--- config.mk ---
export PLATFORM = sky130hd
export DESIGN_NAME = platformerTop
export DESIGN_NICKNAME = d
export VERILOG_FILES = /design/src/rtl/platformerPkg.sv /design/src/rtl/collisionIf.sv /design/src/rtl/pixelRenderer.sv /design/src/rtl/platformMap.sv /design/src/rtl/platformerTop.sv /design/src/rtl/playerMotion.sv
export SDC_FILE = /design/constraint.sdc
export NUM_CORES = 1
export LEC_CHECK = 0
export ABC_AREA = 1
export BUFFER_PORTS_ARGS = -buffer_cell sky130_fd_sc_hd__buf_2
export CORE_ASPECT_RATIO = 2
export CORE_MARGIN = 3
export CORE_UTILIZATION = 50
export CTS_BUF_LIST = sky130_fd_sc_hd__clkbuf_8
export DETAILED_ROUTE_END_ITERATION = 10
export GPL_ROUTABILITY_DRIVEN = 0
export PLACE_DENSITY = 0.68
export SYNTH_ARGS = -nofsm -noshare
export SYNTH_HDL_FRONTEND = slang
export SYNTH_SLANG_ARGS = --single-unit
export TNS_END_PERCENT = 100
--- constraint.sdc ---
create_clock -name clk -period 5.1 [get_ports clk]
set_input_delay 0.255 -clock clk [delete_from_list [all_inputs] [get_ports clk]]
set_output_delay 0.255 -clock clk [all_outputs]
set_load 0.01 [all_outputs]
--- src/rtl/platformerPkg.sv ---
/*
 * Shared types and constants for the platformer core.
 * Coordinates follow a 640x480 scan with front porch offsets,
 * so the visible screen starts at x 143. The platform table is fixed.
 */
package platformerPkg;

    // scan and screen coordinates
    typedef logic [9:0] coordT;
    // vertical speed, negative means up
    typedef logic signed [6:0] velT;
    // 4 bits each of red, green, blue
    typedef logic [11:0] rgbT;

    typedef enum logic {
        GROUNDED,
        AIRBORNE
    } motionStateT;

    ////////////////////////////////////////
    // geometry
    ////////////////////////////////////////
    localparam coordT CHAR_WIDTH    = 10'd32;
    localparam coordT CHAR_HEIGHT   = 10'd32;
    localparam coordT SCREEN_LEFT   = 10'd143;
    localparam coordT SCREEN_RIGHT  = 10'd734 - CHAR_WIDTH;
    localparam coordT GROUND_Y      = 10'd460;
    localparam coordT GROUND_BOTTOM = 10'd516;
    localparam coordT START_X       = 10'd300;
    localparam coordT TILE_SIZE     = 10'd24;
    // feet may sink this far into a platform top
    localparam coordT LAND_TOL      = 10'd10;

    // platform top-left corners
    localparam int NUM_PLATFORMS = 4;
    localparam coordT PLATFORM_X [NUM_PLATFORMS] = '{10'd500, 10'd250, 10'd600, 10'd450};
    localparam coordT PLATFORM_Y [NUM_PLATFORMS] = '{10'd400, 10'd350, 10'd400, 10'd350};

    ////////////////////////////////////////
    // physics
    ////////////////////////////////////////
    localparam velT GRAVITY  = 7'sd1;
    localparam velT JUMP_VEL = 7'sd15;
    localparam int MOVE_DIV_DEFAULT = 500000;
    localparam int GRAV_DIV_DEFAULT = 1000000;

    // flat colours
    localparam rgbT BLACK          = 12'h000;
    localparam rgbT SKY_COLOR      = 12'h7AF;
    localparam rgbT GROUND_COLOR   = 12'h850;
    localparam rgbT PLATFORM_COLOR = 12'hF00;
    localparam rgbT PLAYER_COLOR   = 12'h0F0;

endpackage

--- src/rtl/collisionIf.sv ---
/*
 * Collision query bundle between the motion unit and the platform map.
 * All answers are combinational and refer to the current position.
 */
interface collisionIf
    import platformerPkg::*;
();

    // probe position, top-left of the player box
    coordT posX;
    coordT posY;

    // map answers
    logic  blockedLeft;
    logic  blockedRight;
    logic  headbutt;
    logic  supported;
    coordT landY;

    modport motion (output posX, posY, input blockedLeft, blockedRight, headbutt, supported, landY);
    modport map (input posX, posY, output blockedLeft, blockedRight, headbutt, supported, landY);

endinterface

--- src/rtl/pixelRenderer.sv ---
/*
 * Two stage pixel colouring from the scan position.
 * rgb follows hCount, vCount and bright by two clocks.
 * Priority is blank, player, ground, platform, sky.
 */
module pixelRenderer
    import platformerPkg::*;
(
    input  logic  clk,
    input  logic  rst,
    input  logic  bright,
    input  coordT hCount,
    input  coordT vCount,
    input  coordT playerX,
    input  coordT playerY,
    output rgbT   rgb
);

    logic inPlayer;
    logic inGround;
    logic inPlatform;
    logic brightQ;
    logic inPlayerQ;
    logic inGroundQ;
    logic inPlatformQ;

    assign inPlayer = (hCount >= playerX) && (hCount < playerX + CHAR_WIDTH) &&
                      (vCount >= playerY) && (vCount < playerY + CHAR_HEIGHT);

    // ground band below the walking surface
    assign inGround = (vCount >= GROUND_Y + CHAR_HEIGHT) && (vCount <= GROUND_BOTTOM);

    always_comb begin
        inPlatform = 1'b0;
        for (int i = 0; i < NUM_PLATFORMS; i++) begin
            if (hCount >= PLATFORM_X[i] && hCount < PLATFORM_X[i] + TILE_SIZE &&
                vCount >= PLATFORM_Y[i] && vCount < PLATFORM_Y[i] + TILE_SIZE)
                inPlatform = 1'b1;
        end
    end

    // stage one, flags; stage two, colour
    always_ff @(posedge clk or posedge rst) begin
        if (rst) begin
            brightQ     <= 1'b0;
            inPlayerQ   <= 1'b0;
            inGroundQ   <= 1'b0;
            inPlatformQ <= 1'b0;
            rgb         <= BLACK;
        end else begin
            brightQ     <= bright;
            inPlayerQ   <= inPlayer;
            inGroundQ   <= inGround;
            inPlatformQ <= inPlatform;
            if (!brightQ)
                rgb <= BLACK;
            else if (inPlayerQ)
                rgb <= PLAYER_COLOR;
            else if (inGroundQ)
                rgb <= GROUND_COLOR;
            else if (inPlatformQ)
                rgb <= PLATFORM_COLOR;
            else
                rgb <= SKY_COLOR;
        end
    end

endmodule

--- src/rtl/platformMap.sv ---
/*
 * Purely combinational platform collision queries.
 * Screen edge limits are not handled here. If two platforms would
 * both hold the player, the later table entry gives landY.
 */
module platformMap
    import platformerPkg::*;
(
    collisionIf.map bus
);

    coordT feet;
    logic  hitLeft;
    logic  hitRight;
    logic  hitHead;
    logic  onPlatform;
    logic  onGround;
    coordT platTop;

    // horizontal overlap of a box at x with platform i
    function automatic logic overlapsX(coordT x, int i);
        return (x + CHAR_WIDTH > PLATFORM_X[i]) && (x < PLATFORM_X[i] + TILE_SIZE);
    endfunction

    // full box overlap for the side probes
    function automatic logic overlapsBox(coordT x, coordT y, int i);
        return overlapsX(x, i) &&
               (y + CHAR_HEIGHT > PLATFORM_Y[i]) && (y < PLATFORM_Y[i] + TILE_SIZE);
    endfunction

    assign feet = bus.posY + CHAR_HEIGHT;

    always_comb begin
        hitLeft    = 1'b0;
        hitRight   = 1'b0;
        hitHead    = 1'b0;
        onPlatform = 1'b0;
        platTop    = GROUND_Y - CHAR_HEIGHT;
        for (int i = 0; i < NUM_PLATFORMS; i++) begin
            // one pixel step either way
            if (overlapsBox(bus.posX - 10'd1, bus.posY, i))
                hitLeft = 1'b1;
            if (overlapsBox(bus.posX + 10'd1, bus.posY, i))
                hitRight = 1'b1;
            // top edge excluded, bottom edge included
            if (overlapsX(bus.posX, i) && bus.posY > PLATFORM_Y[i] &&
                bus.posY <= PLATFORM_Y[i] + TILE_SIZE)
                hitHead = 1'b1;
            // standing window, same tolerance for landing snap
            if (overlapsX(bus.posX, i) && feet >= PLATFORM_Y[i] &&
                feet <= PLATFORM_Y[i] + LAND_TOL) begin
                onPlatform = 1'b1;
                platTop    = PLATFORM_Y[i] - CHAR_HEIGHT;
            end
        end
    end

    assign onGround = feet >= GROUND_Y;

    assign bus.blockedLeft  = hitLeft;
    assign bus.blockedRight = hitRight;
    assign bus.headbutt     = hitHead;
    assign bus.supported    = onGround | onPlatform;
    // ground beats any platform
    assign bus.landY        = onGround ? GROUND_Y - CHAR_HEIGHT : platTop;

endmodule

--- src/rtl/platformerTop.sv ---
/*
 * Platformer core top level. Scan timing comes from outside.
 * Buttons are plain levels, assumed already synchronised to clk.
 */
module platformerTop
    import platformerPkg::*;
#(
    parameter int MOVE_DIV = MOVE_DIV_DEFAULT,
    parameter int GRAV_DIV = GRAV_DIV_DEFAULT
) (
    input  logic  clk,
    input  logic  rst,
    input  logic  bright,
    input  logic  btnLeft,
    input  logic  btnRight,
    input  logic  btnJump,
    input  coordT hCount,
    input  coordT vCount,
    output rgbT   rgb,
    output coordT playerX,
    output coordT playerY
);

    // position out, collision answers back
    collisionIf colBus ();

    platformMap map0 (
        .bus (colBus.map)
    );

    playerMotion #(
        .MOVE_DIV (MOVE_DIV),
        .GRAV_DIV (GRAV_DIV)
    ) motion0 (
        .clk      (clk),
        .rst      (rst),
        .btnLeft  (btnLeft),
        .btnRight (btnRight),
        .btnJump  (btnJump),
        .bus      (colBus.motion),
        .playerX  (playerX),
        .playerY  (playerY)
    );

    pixelRenderer render0 (
        .clk     (clk),
        .rst     (rst),
        .bright  (bright),
        .hCount  (hCount),
        .vCount  (vCount),
        .playerX (playerX),
        .playerY (playerY),
        .rgb     (rgb)
    );

endmodule

--- src/rtl/playerMotion.sv ---
/*
 * Player position, vertical velocity and the grounded/airborne FSM.
 * MOVE_DIV and GRAV_DIV must be 2 or more. Left wins over right.
 * Vertical motion is only evaluated on physics ticks while airborne.
 */
module playerMotion
    import platformerPkg::*;
#(
    parameter int MOVE_DIV = MOVE_DIV_DEFAULT,
    parameter int GRAV_DIV = GRAV_DIV_DEFAULT
) (
    input  logic         clk,
    input  logic         rst,
    input  logic         btnLeft,
    input  logic         btnRight,
    input  logic         btnJump,
    collisionIf.motion   bus,
    output coordT        playerX,
    output coordT        playerY
);

    typedef logic [$clog2(MOVE_DIV)-1:0] moveCntT;
    typedef logic [$clog2(GRAV_DIV)-1:0] gravCntT;

    moveCntT     moveCnt;
    gravCntT     gravCnt;
    logic        walking;
    logic        moveTick;
    logic        gravTick;
    coordT       posX;
    coordT       posY;
    velT         velY;
    motionStateT state;

    ////////////////////////////////////////
    // step dividers
    ////////////////////////////////////////
    assign walking  = btnLeft | btnRight;
    assign moveTick = walking && (moveCnt == moveCntT'(MOVE_DIV - 1));
    assign gravTick = gravCnt == gravCntT'(GRAV_DIV - 1);

    // walk divider idles at 0 while no direction held
    always_ff @(posedge clk or posedge rst) begin
        if (rst) begin
            moveCnt <= '0;
        end else if (!walking || moveTick) begin
            moveCnt <= '0;
        end else begin
            moveCnt <= moveCnt + 1'b1;
        end
    end

    // free running physics divider
    always_ff @(posedge clk or posedge rst) begin
        if (rst) begin
            gravCnt <= '0;
        end else if (gravTick) begin
            gravCnt <= '0;
        end else begin
            gravCnt <= gravCnt + 1'b1;
        end
    end

    ////////////////////////////////////////
    // horizontal
    ////////////////////////////////////////
    always_ff @(posedge clk or posedge rst) begin
        if (rst) begin
            posX <= START_X;
        end else if (moveTick) begin
            if (btnLeft) begin
                if (posX > SCREEN_LEFT && !bus.blockedLeft)
                    posX <= posX - 10'd1;
            end else if (posX < SCREEN_RIGHT && !bus.blockedRight) begin
                posX <= posX + 10'd1;
            end
        end
    end

    ////////////////////////////////////////
    // vertical FSM
    ////////////////////////////////////////
    always_ff @(posedge clk or posedge rst) begin
        if (rst) begin
            state <= GROUNDED;
            posY  <= GROUND_Y - CHAR_HEIGHT;
            velY  <= '0;
        end else begin
            case (state)
                GROUNDED: begin
                    if (btnJump && bus.supported) begin
                        state <= AIRBORNE;
                        velY  <= -JUMP_VEL;
                    end else if (!bus.supported) begin
                        // walked off a ledge, start slow
                        state <= AIRBORNE;
                        velY  <= 7'sd1;
                    end
                end
                AIRBORNE: begin
                    if (gravTick) begin
                        if (velY < 0 && bus.headbutt) begin
                            velY <= '0;
                        end else if (velY > 0 && bus.supported) begin
                            // snap feet to the surface
                            posY  <= bus.landY;
                            velY  <= '0;
                            state <= GROUNDED;
                        end else begin
                            posY <= coordT'($signed({1'b0, posY}) + velY);
                            velY <= velY + GRAVITY;
                        end
                    end
                end
                default: state <= GROUNDED;
            endcase
        end
    end

    assign bus.posX = posX;
    assign bus.posY = posY;
    assign playerX  = posX;
    assign playerY  = posY;

endmodule

======== After elaboration in Yosys (flattened, before gate mapping) ========
Index checks and enable logic that the tools add are counted.
storage, ports and cells
  bits in registers ....................... 83
operators by class
  add/sub/neg operators ................... 10
  magnitude comparators ................... 59
  eq/ne operators ......................... 5
  multiplexer cells ....................... 47
  bitwise gates (word level) .............. 4
  reduce and logical (&&, ||, !) cells .... 74
operator list
  cell                   count
  $lt 10x9->1 const B    12
  $gt 10x9->1 const B    10
  $lt 10x10->1 const B   9
  $ge 10x9->1 const B    8
  $logic_and 1x1->1      66
  $mux 12                4
  $add 10x6->10 const B  4
  $gt 10x8->1 const B    4
  $le 10x9->1 const B    4
  $mux 10                4
  $mux 8                 5
  $mux 7                 5
  $gt 10x10->1 const B   3
  $mux 1                 25
  $add 20x1->20 const B  1
  $eq 20x20->1 const B   1
  $ge 10x10->1           2
  $lt 10x10->1           2
  $mux 20                1
  $add 19x1->19 const B  1
  $eq 19x19->1 const B   1
  $mux 19                1
  $pmux 7 s2             1
  $add 10x1->10 const B  1
  other kinds (18)       24

======== Logic depth before layout (Yosys ltp) ========
  word-level depth ........................ 15
  depth in mapped cells ................... 24

======== Hierarchy ========
Synthesis repeated with hierarchy kept, for this count alone.
unflattened totals
  cells, all modules ...................... 1372
  area, all modules ....................... 8688.3 µm²
modules (own cells, without submodules)
  module         times used  cells an instance  area an instance (µm²)
  playerMotion   1           690                4834.6
  platformMap    1           445                2324.7
  pixelRenderer  1           237                1529.0

======== Worst setup path after synthesis ========
OpenSTA, ideal clock, no wires.
  kind .................................... register to register
  start point ............................. reg motion0.posX[0], in the netlist motion0.bus.posX[0]
  end point ............................... reg motion0.posX[1], in the netlist motion0.bus.posX[1]
  data arrival time ....................... 2.639 ns
  path slack .............................. 2.343 ns
  stages on the path, launching flop included .. 25
  cells stage by stage .................... dfrtp_1 > buf_2 > inv_2 > ha_1 > nand2_1 > nor2_2 > nand2_1 > nand2_4 > inv_1 > ha_1 > nand3_1 > nor2_1 > nand3_1 > nand3_1 > nand2_1 > inv_1 > nand2_1 > a21oi_1 > nor2_1 > nor2_1 > nand2_1 > nand2_2 > nand3_2 > nand2_1 > nand2_1
between the ends
  word-level cells in the longest chain between the ends .. 14
  elaborated cells between the ends (all ways) .. 64
  those cells by class .................... 4 x add/sub; 18 x order compare; 1 x eq/ne; 11 x mux; 30 x reduce/logical
RTL lines
  element                                                                  RTL line                                RTL
  start: declaration                                                       playerMotion.sv:30                      coordT posX;
  start signal: assignment                                                 playerMotion.sv:73                      posX <= posX - 10'd1;
  start signal: assignment                                                 playerMotion.sv:75                      posX <= posX + 10'd1;
  $sub 10x1->10 / $add 10x1->10 (equally long branches)                    -
  $add 10x6->10                                                            platformMap.sv:22                       return (x + CHAR_WIDTH > PLATFORM_X[i]) && (x < PLATFORM_X[i] + TILE_SIZE);
  $gt 10x9->1                                                              platformMap.sv:22
  $logic_and 1x1->1                                                        platformMap.sv:22
  $logic_and 1x1->1                                                        platformMap.sv:27                       return overlapsX(x, i) &&
  $logic_and 1x1->1                                                        platformMap.sv:28                       (y + CHAR_HEIGHT > PLATFORM_Y[i]) && (y < PLATFORM_Y[i] + TILE_SIZE);
  $mux 1 (on tied branches) (4 in series)                                  platformMap.sv:41, platformMap.sv:43
  $logic_not 1->1 (on tied branches)                                       playerMotion.sv:72, playerMotion.sv:74
  $logic_and 1x1->1 (on tied branches)                                     playerMotion.sv:72, playerMotion.sv:74
  $ne 2x1->1 (no source line) / $reduce_bool 2->1 (equally long branches)  -
  $reduce_and 3->1 (no source line)                                        -
Several ways; a longest one is shown, not always the timed one. The select of a mux whose other input is x is not followed.
A chain may end at the register's enable or synchronous reset.

======== Worst setup path after layout ========
  start point ............................. reg motion0.posX[0], in the netlist motion0.bus.posX[0]
  end point ............................... reg motion0.posX[6], in the netlist motion0.bus.posX[6]
The elaborated chain is that of the path after synthesis.

==> flow_summary_export.csv <==
group,metric,value,unit
status,status,"complete, no violations",
setup_path,critical_path_depth,23,
global_routing,grt_pass1_wl,33.3,mm
pwr,vdd_drop_max,160,µV
global_routing,grtUsageMet2,50.1,%
hold_path,hp-class,"input port to asynchronous set/reset pin",
timing,max_freq,0.291,GHz
timing,skew,0.0110,ns
place,dpl.hpwl,16.3,mm
final_layout,layout_common_cells,"265 x nand2_1, 124 x inv_1, 112 x nor2_1, 85 x nand3_1, 67 x dfrtp_1",
pwr,leakagePower,3.79,nW
die,start_util,51.1,%
global_routing,grt_overflow,0,
setup_path,crit_end,"motion0.bus.posX[6]$_DFFE_PP0P_",
yosys,yosysWarnings,0,
timing,setup_viol,0,
clock_network,cts_buffer_depth,2,
die,coreArea,14400,µm²
drt,wire_per_inst,15.4,µm
die,ioPinCount,58,
timing,rsz0062_at_grt,"false",
drt,detail_route.first_pass.iterations,5,
drt,wl,20.4,mm
global_routing,grtUsageMet1,24.4,%
die,die_h,177,µm
die,chipWidth,91.7,µm
pwr,internal_power,0.926,mW
yosys,synth_ff_type,"dfrtp_1",
drt,ant_nets,0,
timing,finalCritPeriodShare,67.3,%
setup_path,cp-startpoint,"motion0.bus.posX[0]$_DFFE_PP0P_",
setup_path,cp_top_family,"simple AND/OR/NAND/NOR gates",
drt,routed_via_density,5.50,
setup_path,worst_setup_path_start_kind,"flop",
timing,finalHoldViolCount,0,
clock_network,htree_levels,3,
final_layout,antenna_cells,0,
clock_network,cts.clk_slew.worst_paths,0.08,ns
global_routing,antenna_found_initial,0,
setup_path,critPathSlowestCell,"dfrtp_1",
timing,slew_headroom,34.8,%
pwr,clkPwrFrac,31.8,%
global_routing,top_usage_layer,"met2",
timing,worstMarginPinSlew,0.979,ns
pwr,power_frac_comb,21.7,%
setup_path,arrival,3.71,ns
yosys,synth_cell_type_count,56,
timing,tns,0,ns
setup_path,path_cells,"inv_2 -> ha_1 -> nand2_1 -> nor2_2 -> nand2_1 -> nand2_4 -> inv_1 -> ha_1 -> nand3_1 -> nor2_1 -> nand3_1 -> nand3_1 -> nand2_1 -> inv_1 -> nand2_1 -> a21oi_1 -> nor2_1 -> nor2_1 -> nand2_1 -> nand2_2 -> nand3_2 -> nand2_1 -> nand2_1",
setup_path,reg2reg_slack,1.67,ns
setup_path,worstSetupPathType,"flop to flop",
die,die_area,16300,µm²
final_layout,nFillCells,1432,
timing,fin_crit,3.43,ns
clock_network,cts_root_buf,"clkbuf_8",
global_routing,grt_pass1_vias,7247,
setup_path,crit_top_cell,"nand2_1",
yosys,ys_ff_latch,76,
yosys,synthesis.area,7340,µm²
setup_path,r2r_end,"motion0.bus.posX[6]$_DFFE_PP0P_",
setup_path,ff2ff_path_depth,23,
place,dp.cells,1305,
run,maxCapViolCount,0,
global_routing,grt_usage,25.7,%
pwr,switchingPower,0.477,mW
final_layout,drive_gt1_share,13.1,%
yosys,synth_nets,1171,
final_layout,area_delta_synth_final,7.37,%
global_routing,grt_max_degree,77,
final_layout,num-nets-final,1214,
clock_network,cts_tree,"built",
setup_path,cp_max_fo,14,
drt,drc_errors,0,
setup_path,slowest_delay,0.67,ns
pwr,seqPwrFrac,46.4,%
clock_network,cts_buffers,9,
drt,vias,7270,
yosys,syn_inst,1082,
timing,maxSlewViolCount,0,
drt,drt-initial-drc-count,378,
yosys,avgSynthCellArea,6.78,µm²
global_routing,met3_usage,3.10,%
final_layout,post-route-util,54.9,%
setup_path,worst-path-buf-inv,3,
final_layout,final_cell_count_no_fill,1322,
setup_path,cp-end-kind,"flop",
yosys,synthArstFlopShare,100,%
final_layout,final_common_cell,"nand2_1",
die,placementRows,62,
setup_path,r2r-start,"motion0.bus.posX[0]$_DFFE_PP0P_",
yosys,synth-seq-area-share,26.1,%
pwr,sw_frac_of_total,34.0,%
place,port_buffers,57,
timing,timing.hold.ws,0.170,ns
setup_path,worstPathRequired,5.38,ns
clock_network,clock_sinks,76,
clock_network,worstSkewPairLatency,0.39,ns
yosys,synth-edff-count,0,
pwr,power_density,178,nW/µm²
layer usage:
metal / part of all wire (%) / up-vias
met5: 0 / -
met4: 6.2 / 0
met3: 2.9 / 80
met2: 55 / 202
met1: 36 / 3303
li1: - / 3685
state kept, by name (all words and copies together), names as in the netlist:
name                 flops
render0.brightQ          1
motion0.gravCnt         20
render0.inPlayerQ        1
render0.inGroundQ        1
motion0.moveCnt         19
motion0.state            1
render0.rgb              5
render0.inPlatformQ      1
motion0.bus.posX        10
motion0.velY             7
motion0.bus.posY        10
cells in the mapped netlist, drive strengths merged, types with 5 or more instances:
| master | instances | share of area, % |
|---|---|---|
| inv | 139 | 7.1 |
| dfstp | 9 | 3.2 |
| a211oi | 5 | 0.51 |
| nor2 | 128 | 7.4 |
| xor2 | 23 | 3.0 |
| nand4 | 40 | 3.8 |
| xnor2 | 6 | 0.82 |
| nor4 | 13 | 1.1 |
| nand3 | 88 | 6.3 |
| dfrtp | 67 | 23 |
| o2111ai | 5 | 0.60 |
| ha | 62 | 11 |
| buf | 23 | 2.4 |
| o211ai | 5 | 0.51 |
| nand3b | 7 | 0.77 |
| a21oi | 54 | 3.8 |
| a31oi | 6 | 0.51 |
| nand2 | 280 | 15 |
| o21ai | 60 | 4.2 |
| nor3 | 27 | 1.9 |
worst min-delay path by stage:
stage	startpoint	endpoint	slack [ns]	cells past startpoint
6_report	rst	motion0.moveCnt[0]$_DFF_PP0_	0.17	3
5_1_grt	vCount[9]	render0.inGroundQ$_DFF_PP0_	0.19	2
4_1_cts	vCount[9]	render0.inGroundQ$_DFF_PP0_	0.17	2
3_5_place_dp	bright	render0.brightQ$_DFF_PP0_	0.36	1
3_3_place_gp	bright	render0.brightQ$_DFF_PP0_	0.36	1
2_1_floorplan	bright	render0.brightQ$_DFF_PP0_	0.29	0
power by group through the flow:
stage	clock network, mW	registers (mW)	logic [mW]
after floorplan	0	0.650	0.228
after global placement	0	0.662	0.299
after detailed placement	0	0.662	0.302
after CTS	0.461	0.651	0.304
after global routing	0.483	0.655	0.344
final	0.446	0.651	0.305
cells by family (layout without fill, tap and decap cells):
kind of cell    after synthesis  after routing  synth area share (%)
compound gates              152            152                  12.1
flops                        76             76                  26.1
xor+xnor                     29             29                  3.77
simple gates                594            594                  37.4
fa+ha+maj                    63             63                  10.8
buf+inv                     168            216                  9.82
per-stage QoR:
| step | setup slack [ns] | total power, mW | area (µm²) |
|---|---|---|---|
| finish | 1.67 | 1.40 | 7880 |
| global route | 1.35 | 1.48 | 7880 |
| CTS | 1.70 | 1.42 | 7880 |
| detailed placement | 1.72 | 0.964 | 7680 |
| global placement | 1.79 | 0.960 | 7680 |
| floorplan | 2.34 | 0.878 | 7340 |
cell type report:
cell class	instances	area, µm²	area share [%]
Timing Repair Buffer	59	303	3.84
Sequential cell	76	1910	24.3
Inverter	141	531	6.73
Clock buffer	11	151	1.92
Tap cell	192	240	3.05
Clock inverter	5	36.3	0.461
Multi-Input combinational cell	838	4700	59.7
worst reg2reg max path: cells and delay by family, from the launching register on:
family	cells	cell delay (ns)
compound gates	1	0.12
fa+ha+maj	2	0.48
buf+inv	3	0.32
flops	1	0.67
simple gates	17	1.74
repair_timing:
action	CTS	global route
hold buffers	1	0
resized for setup	0	0
hold endpoints to repair	1	0
setup buffers	0	0
(Power assumes the default switching activity.)
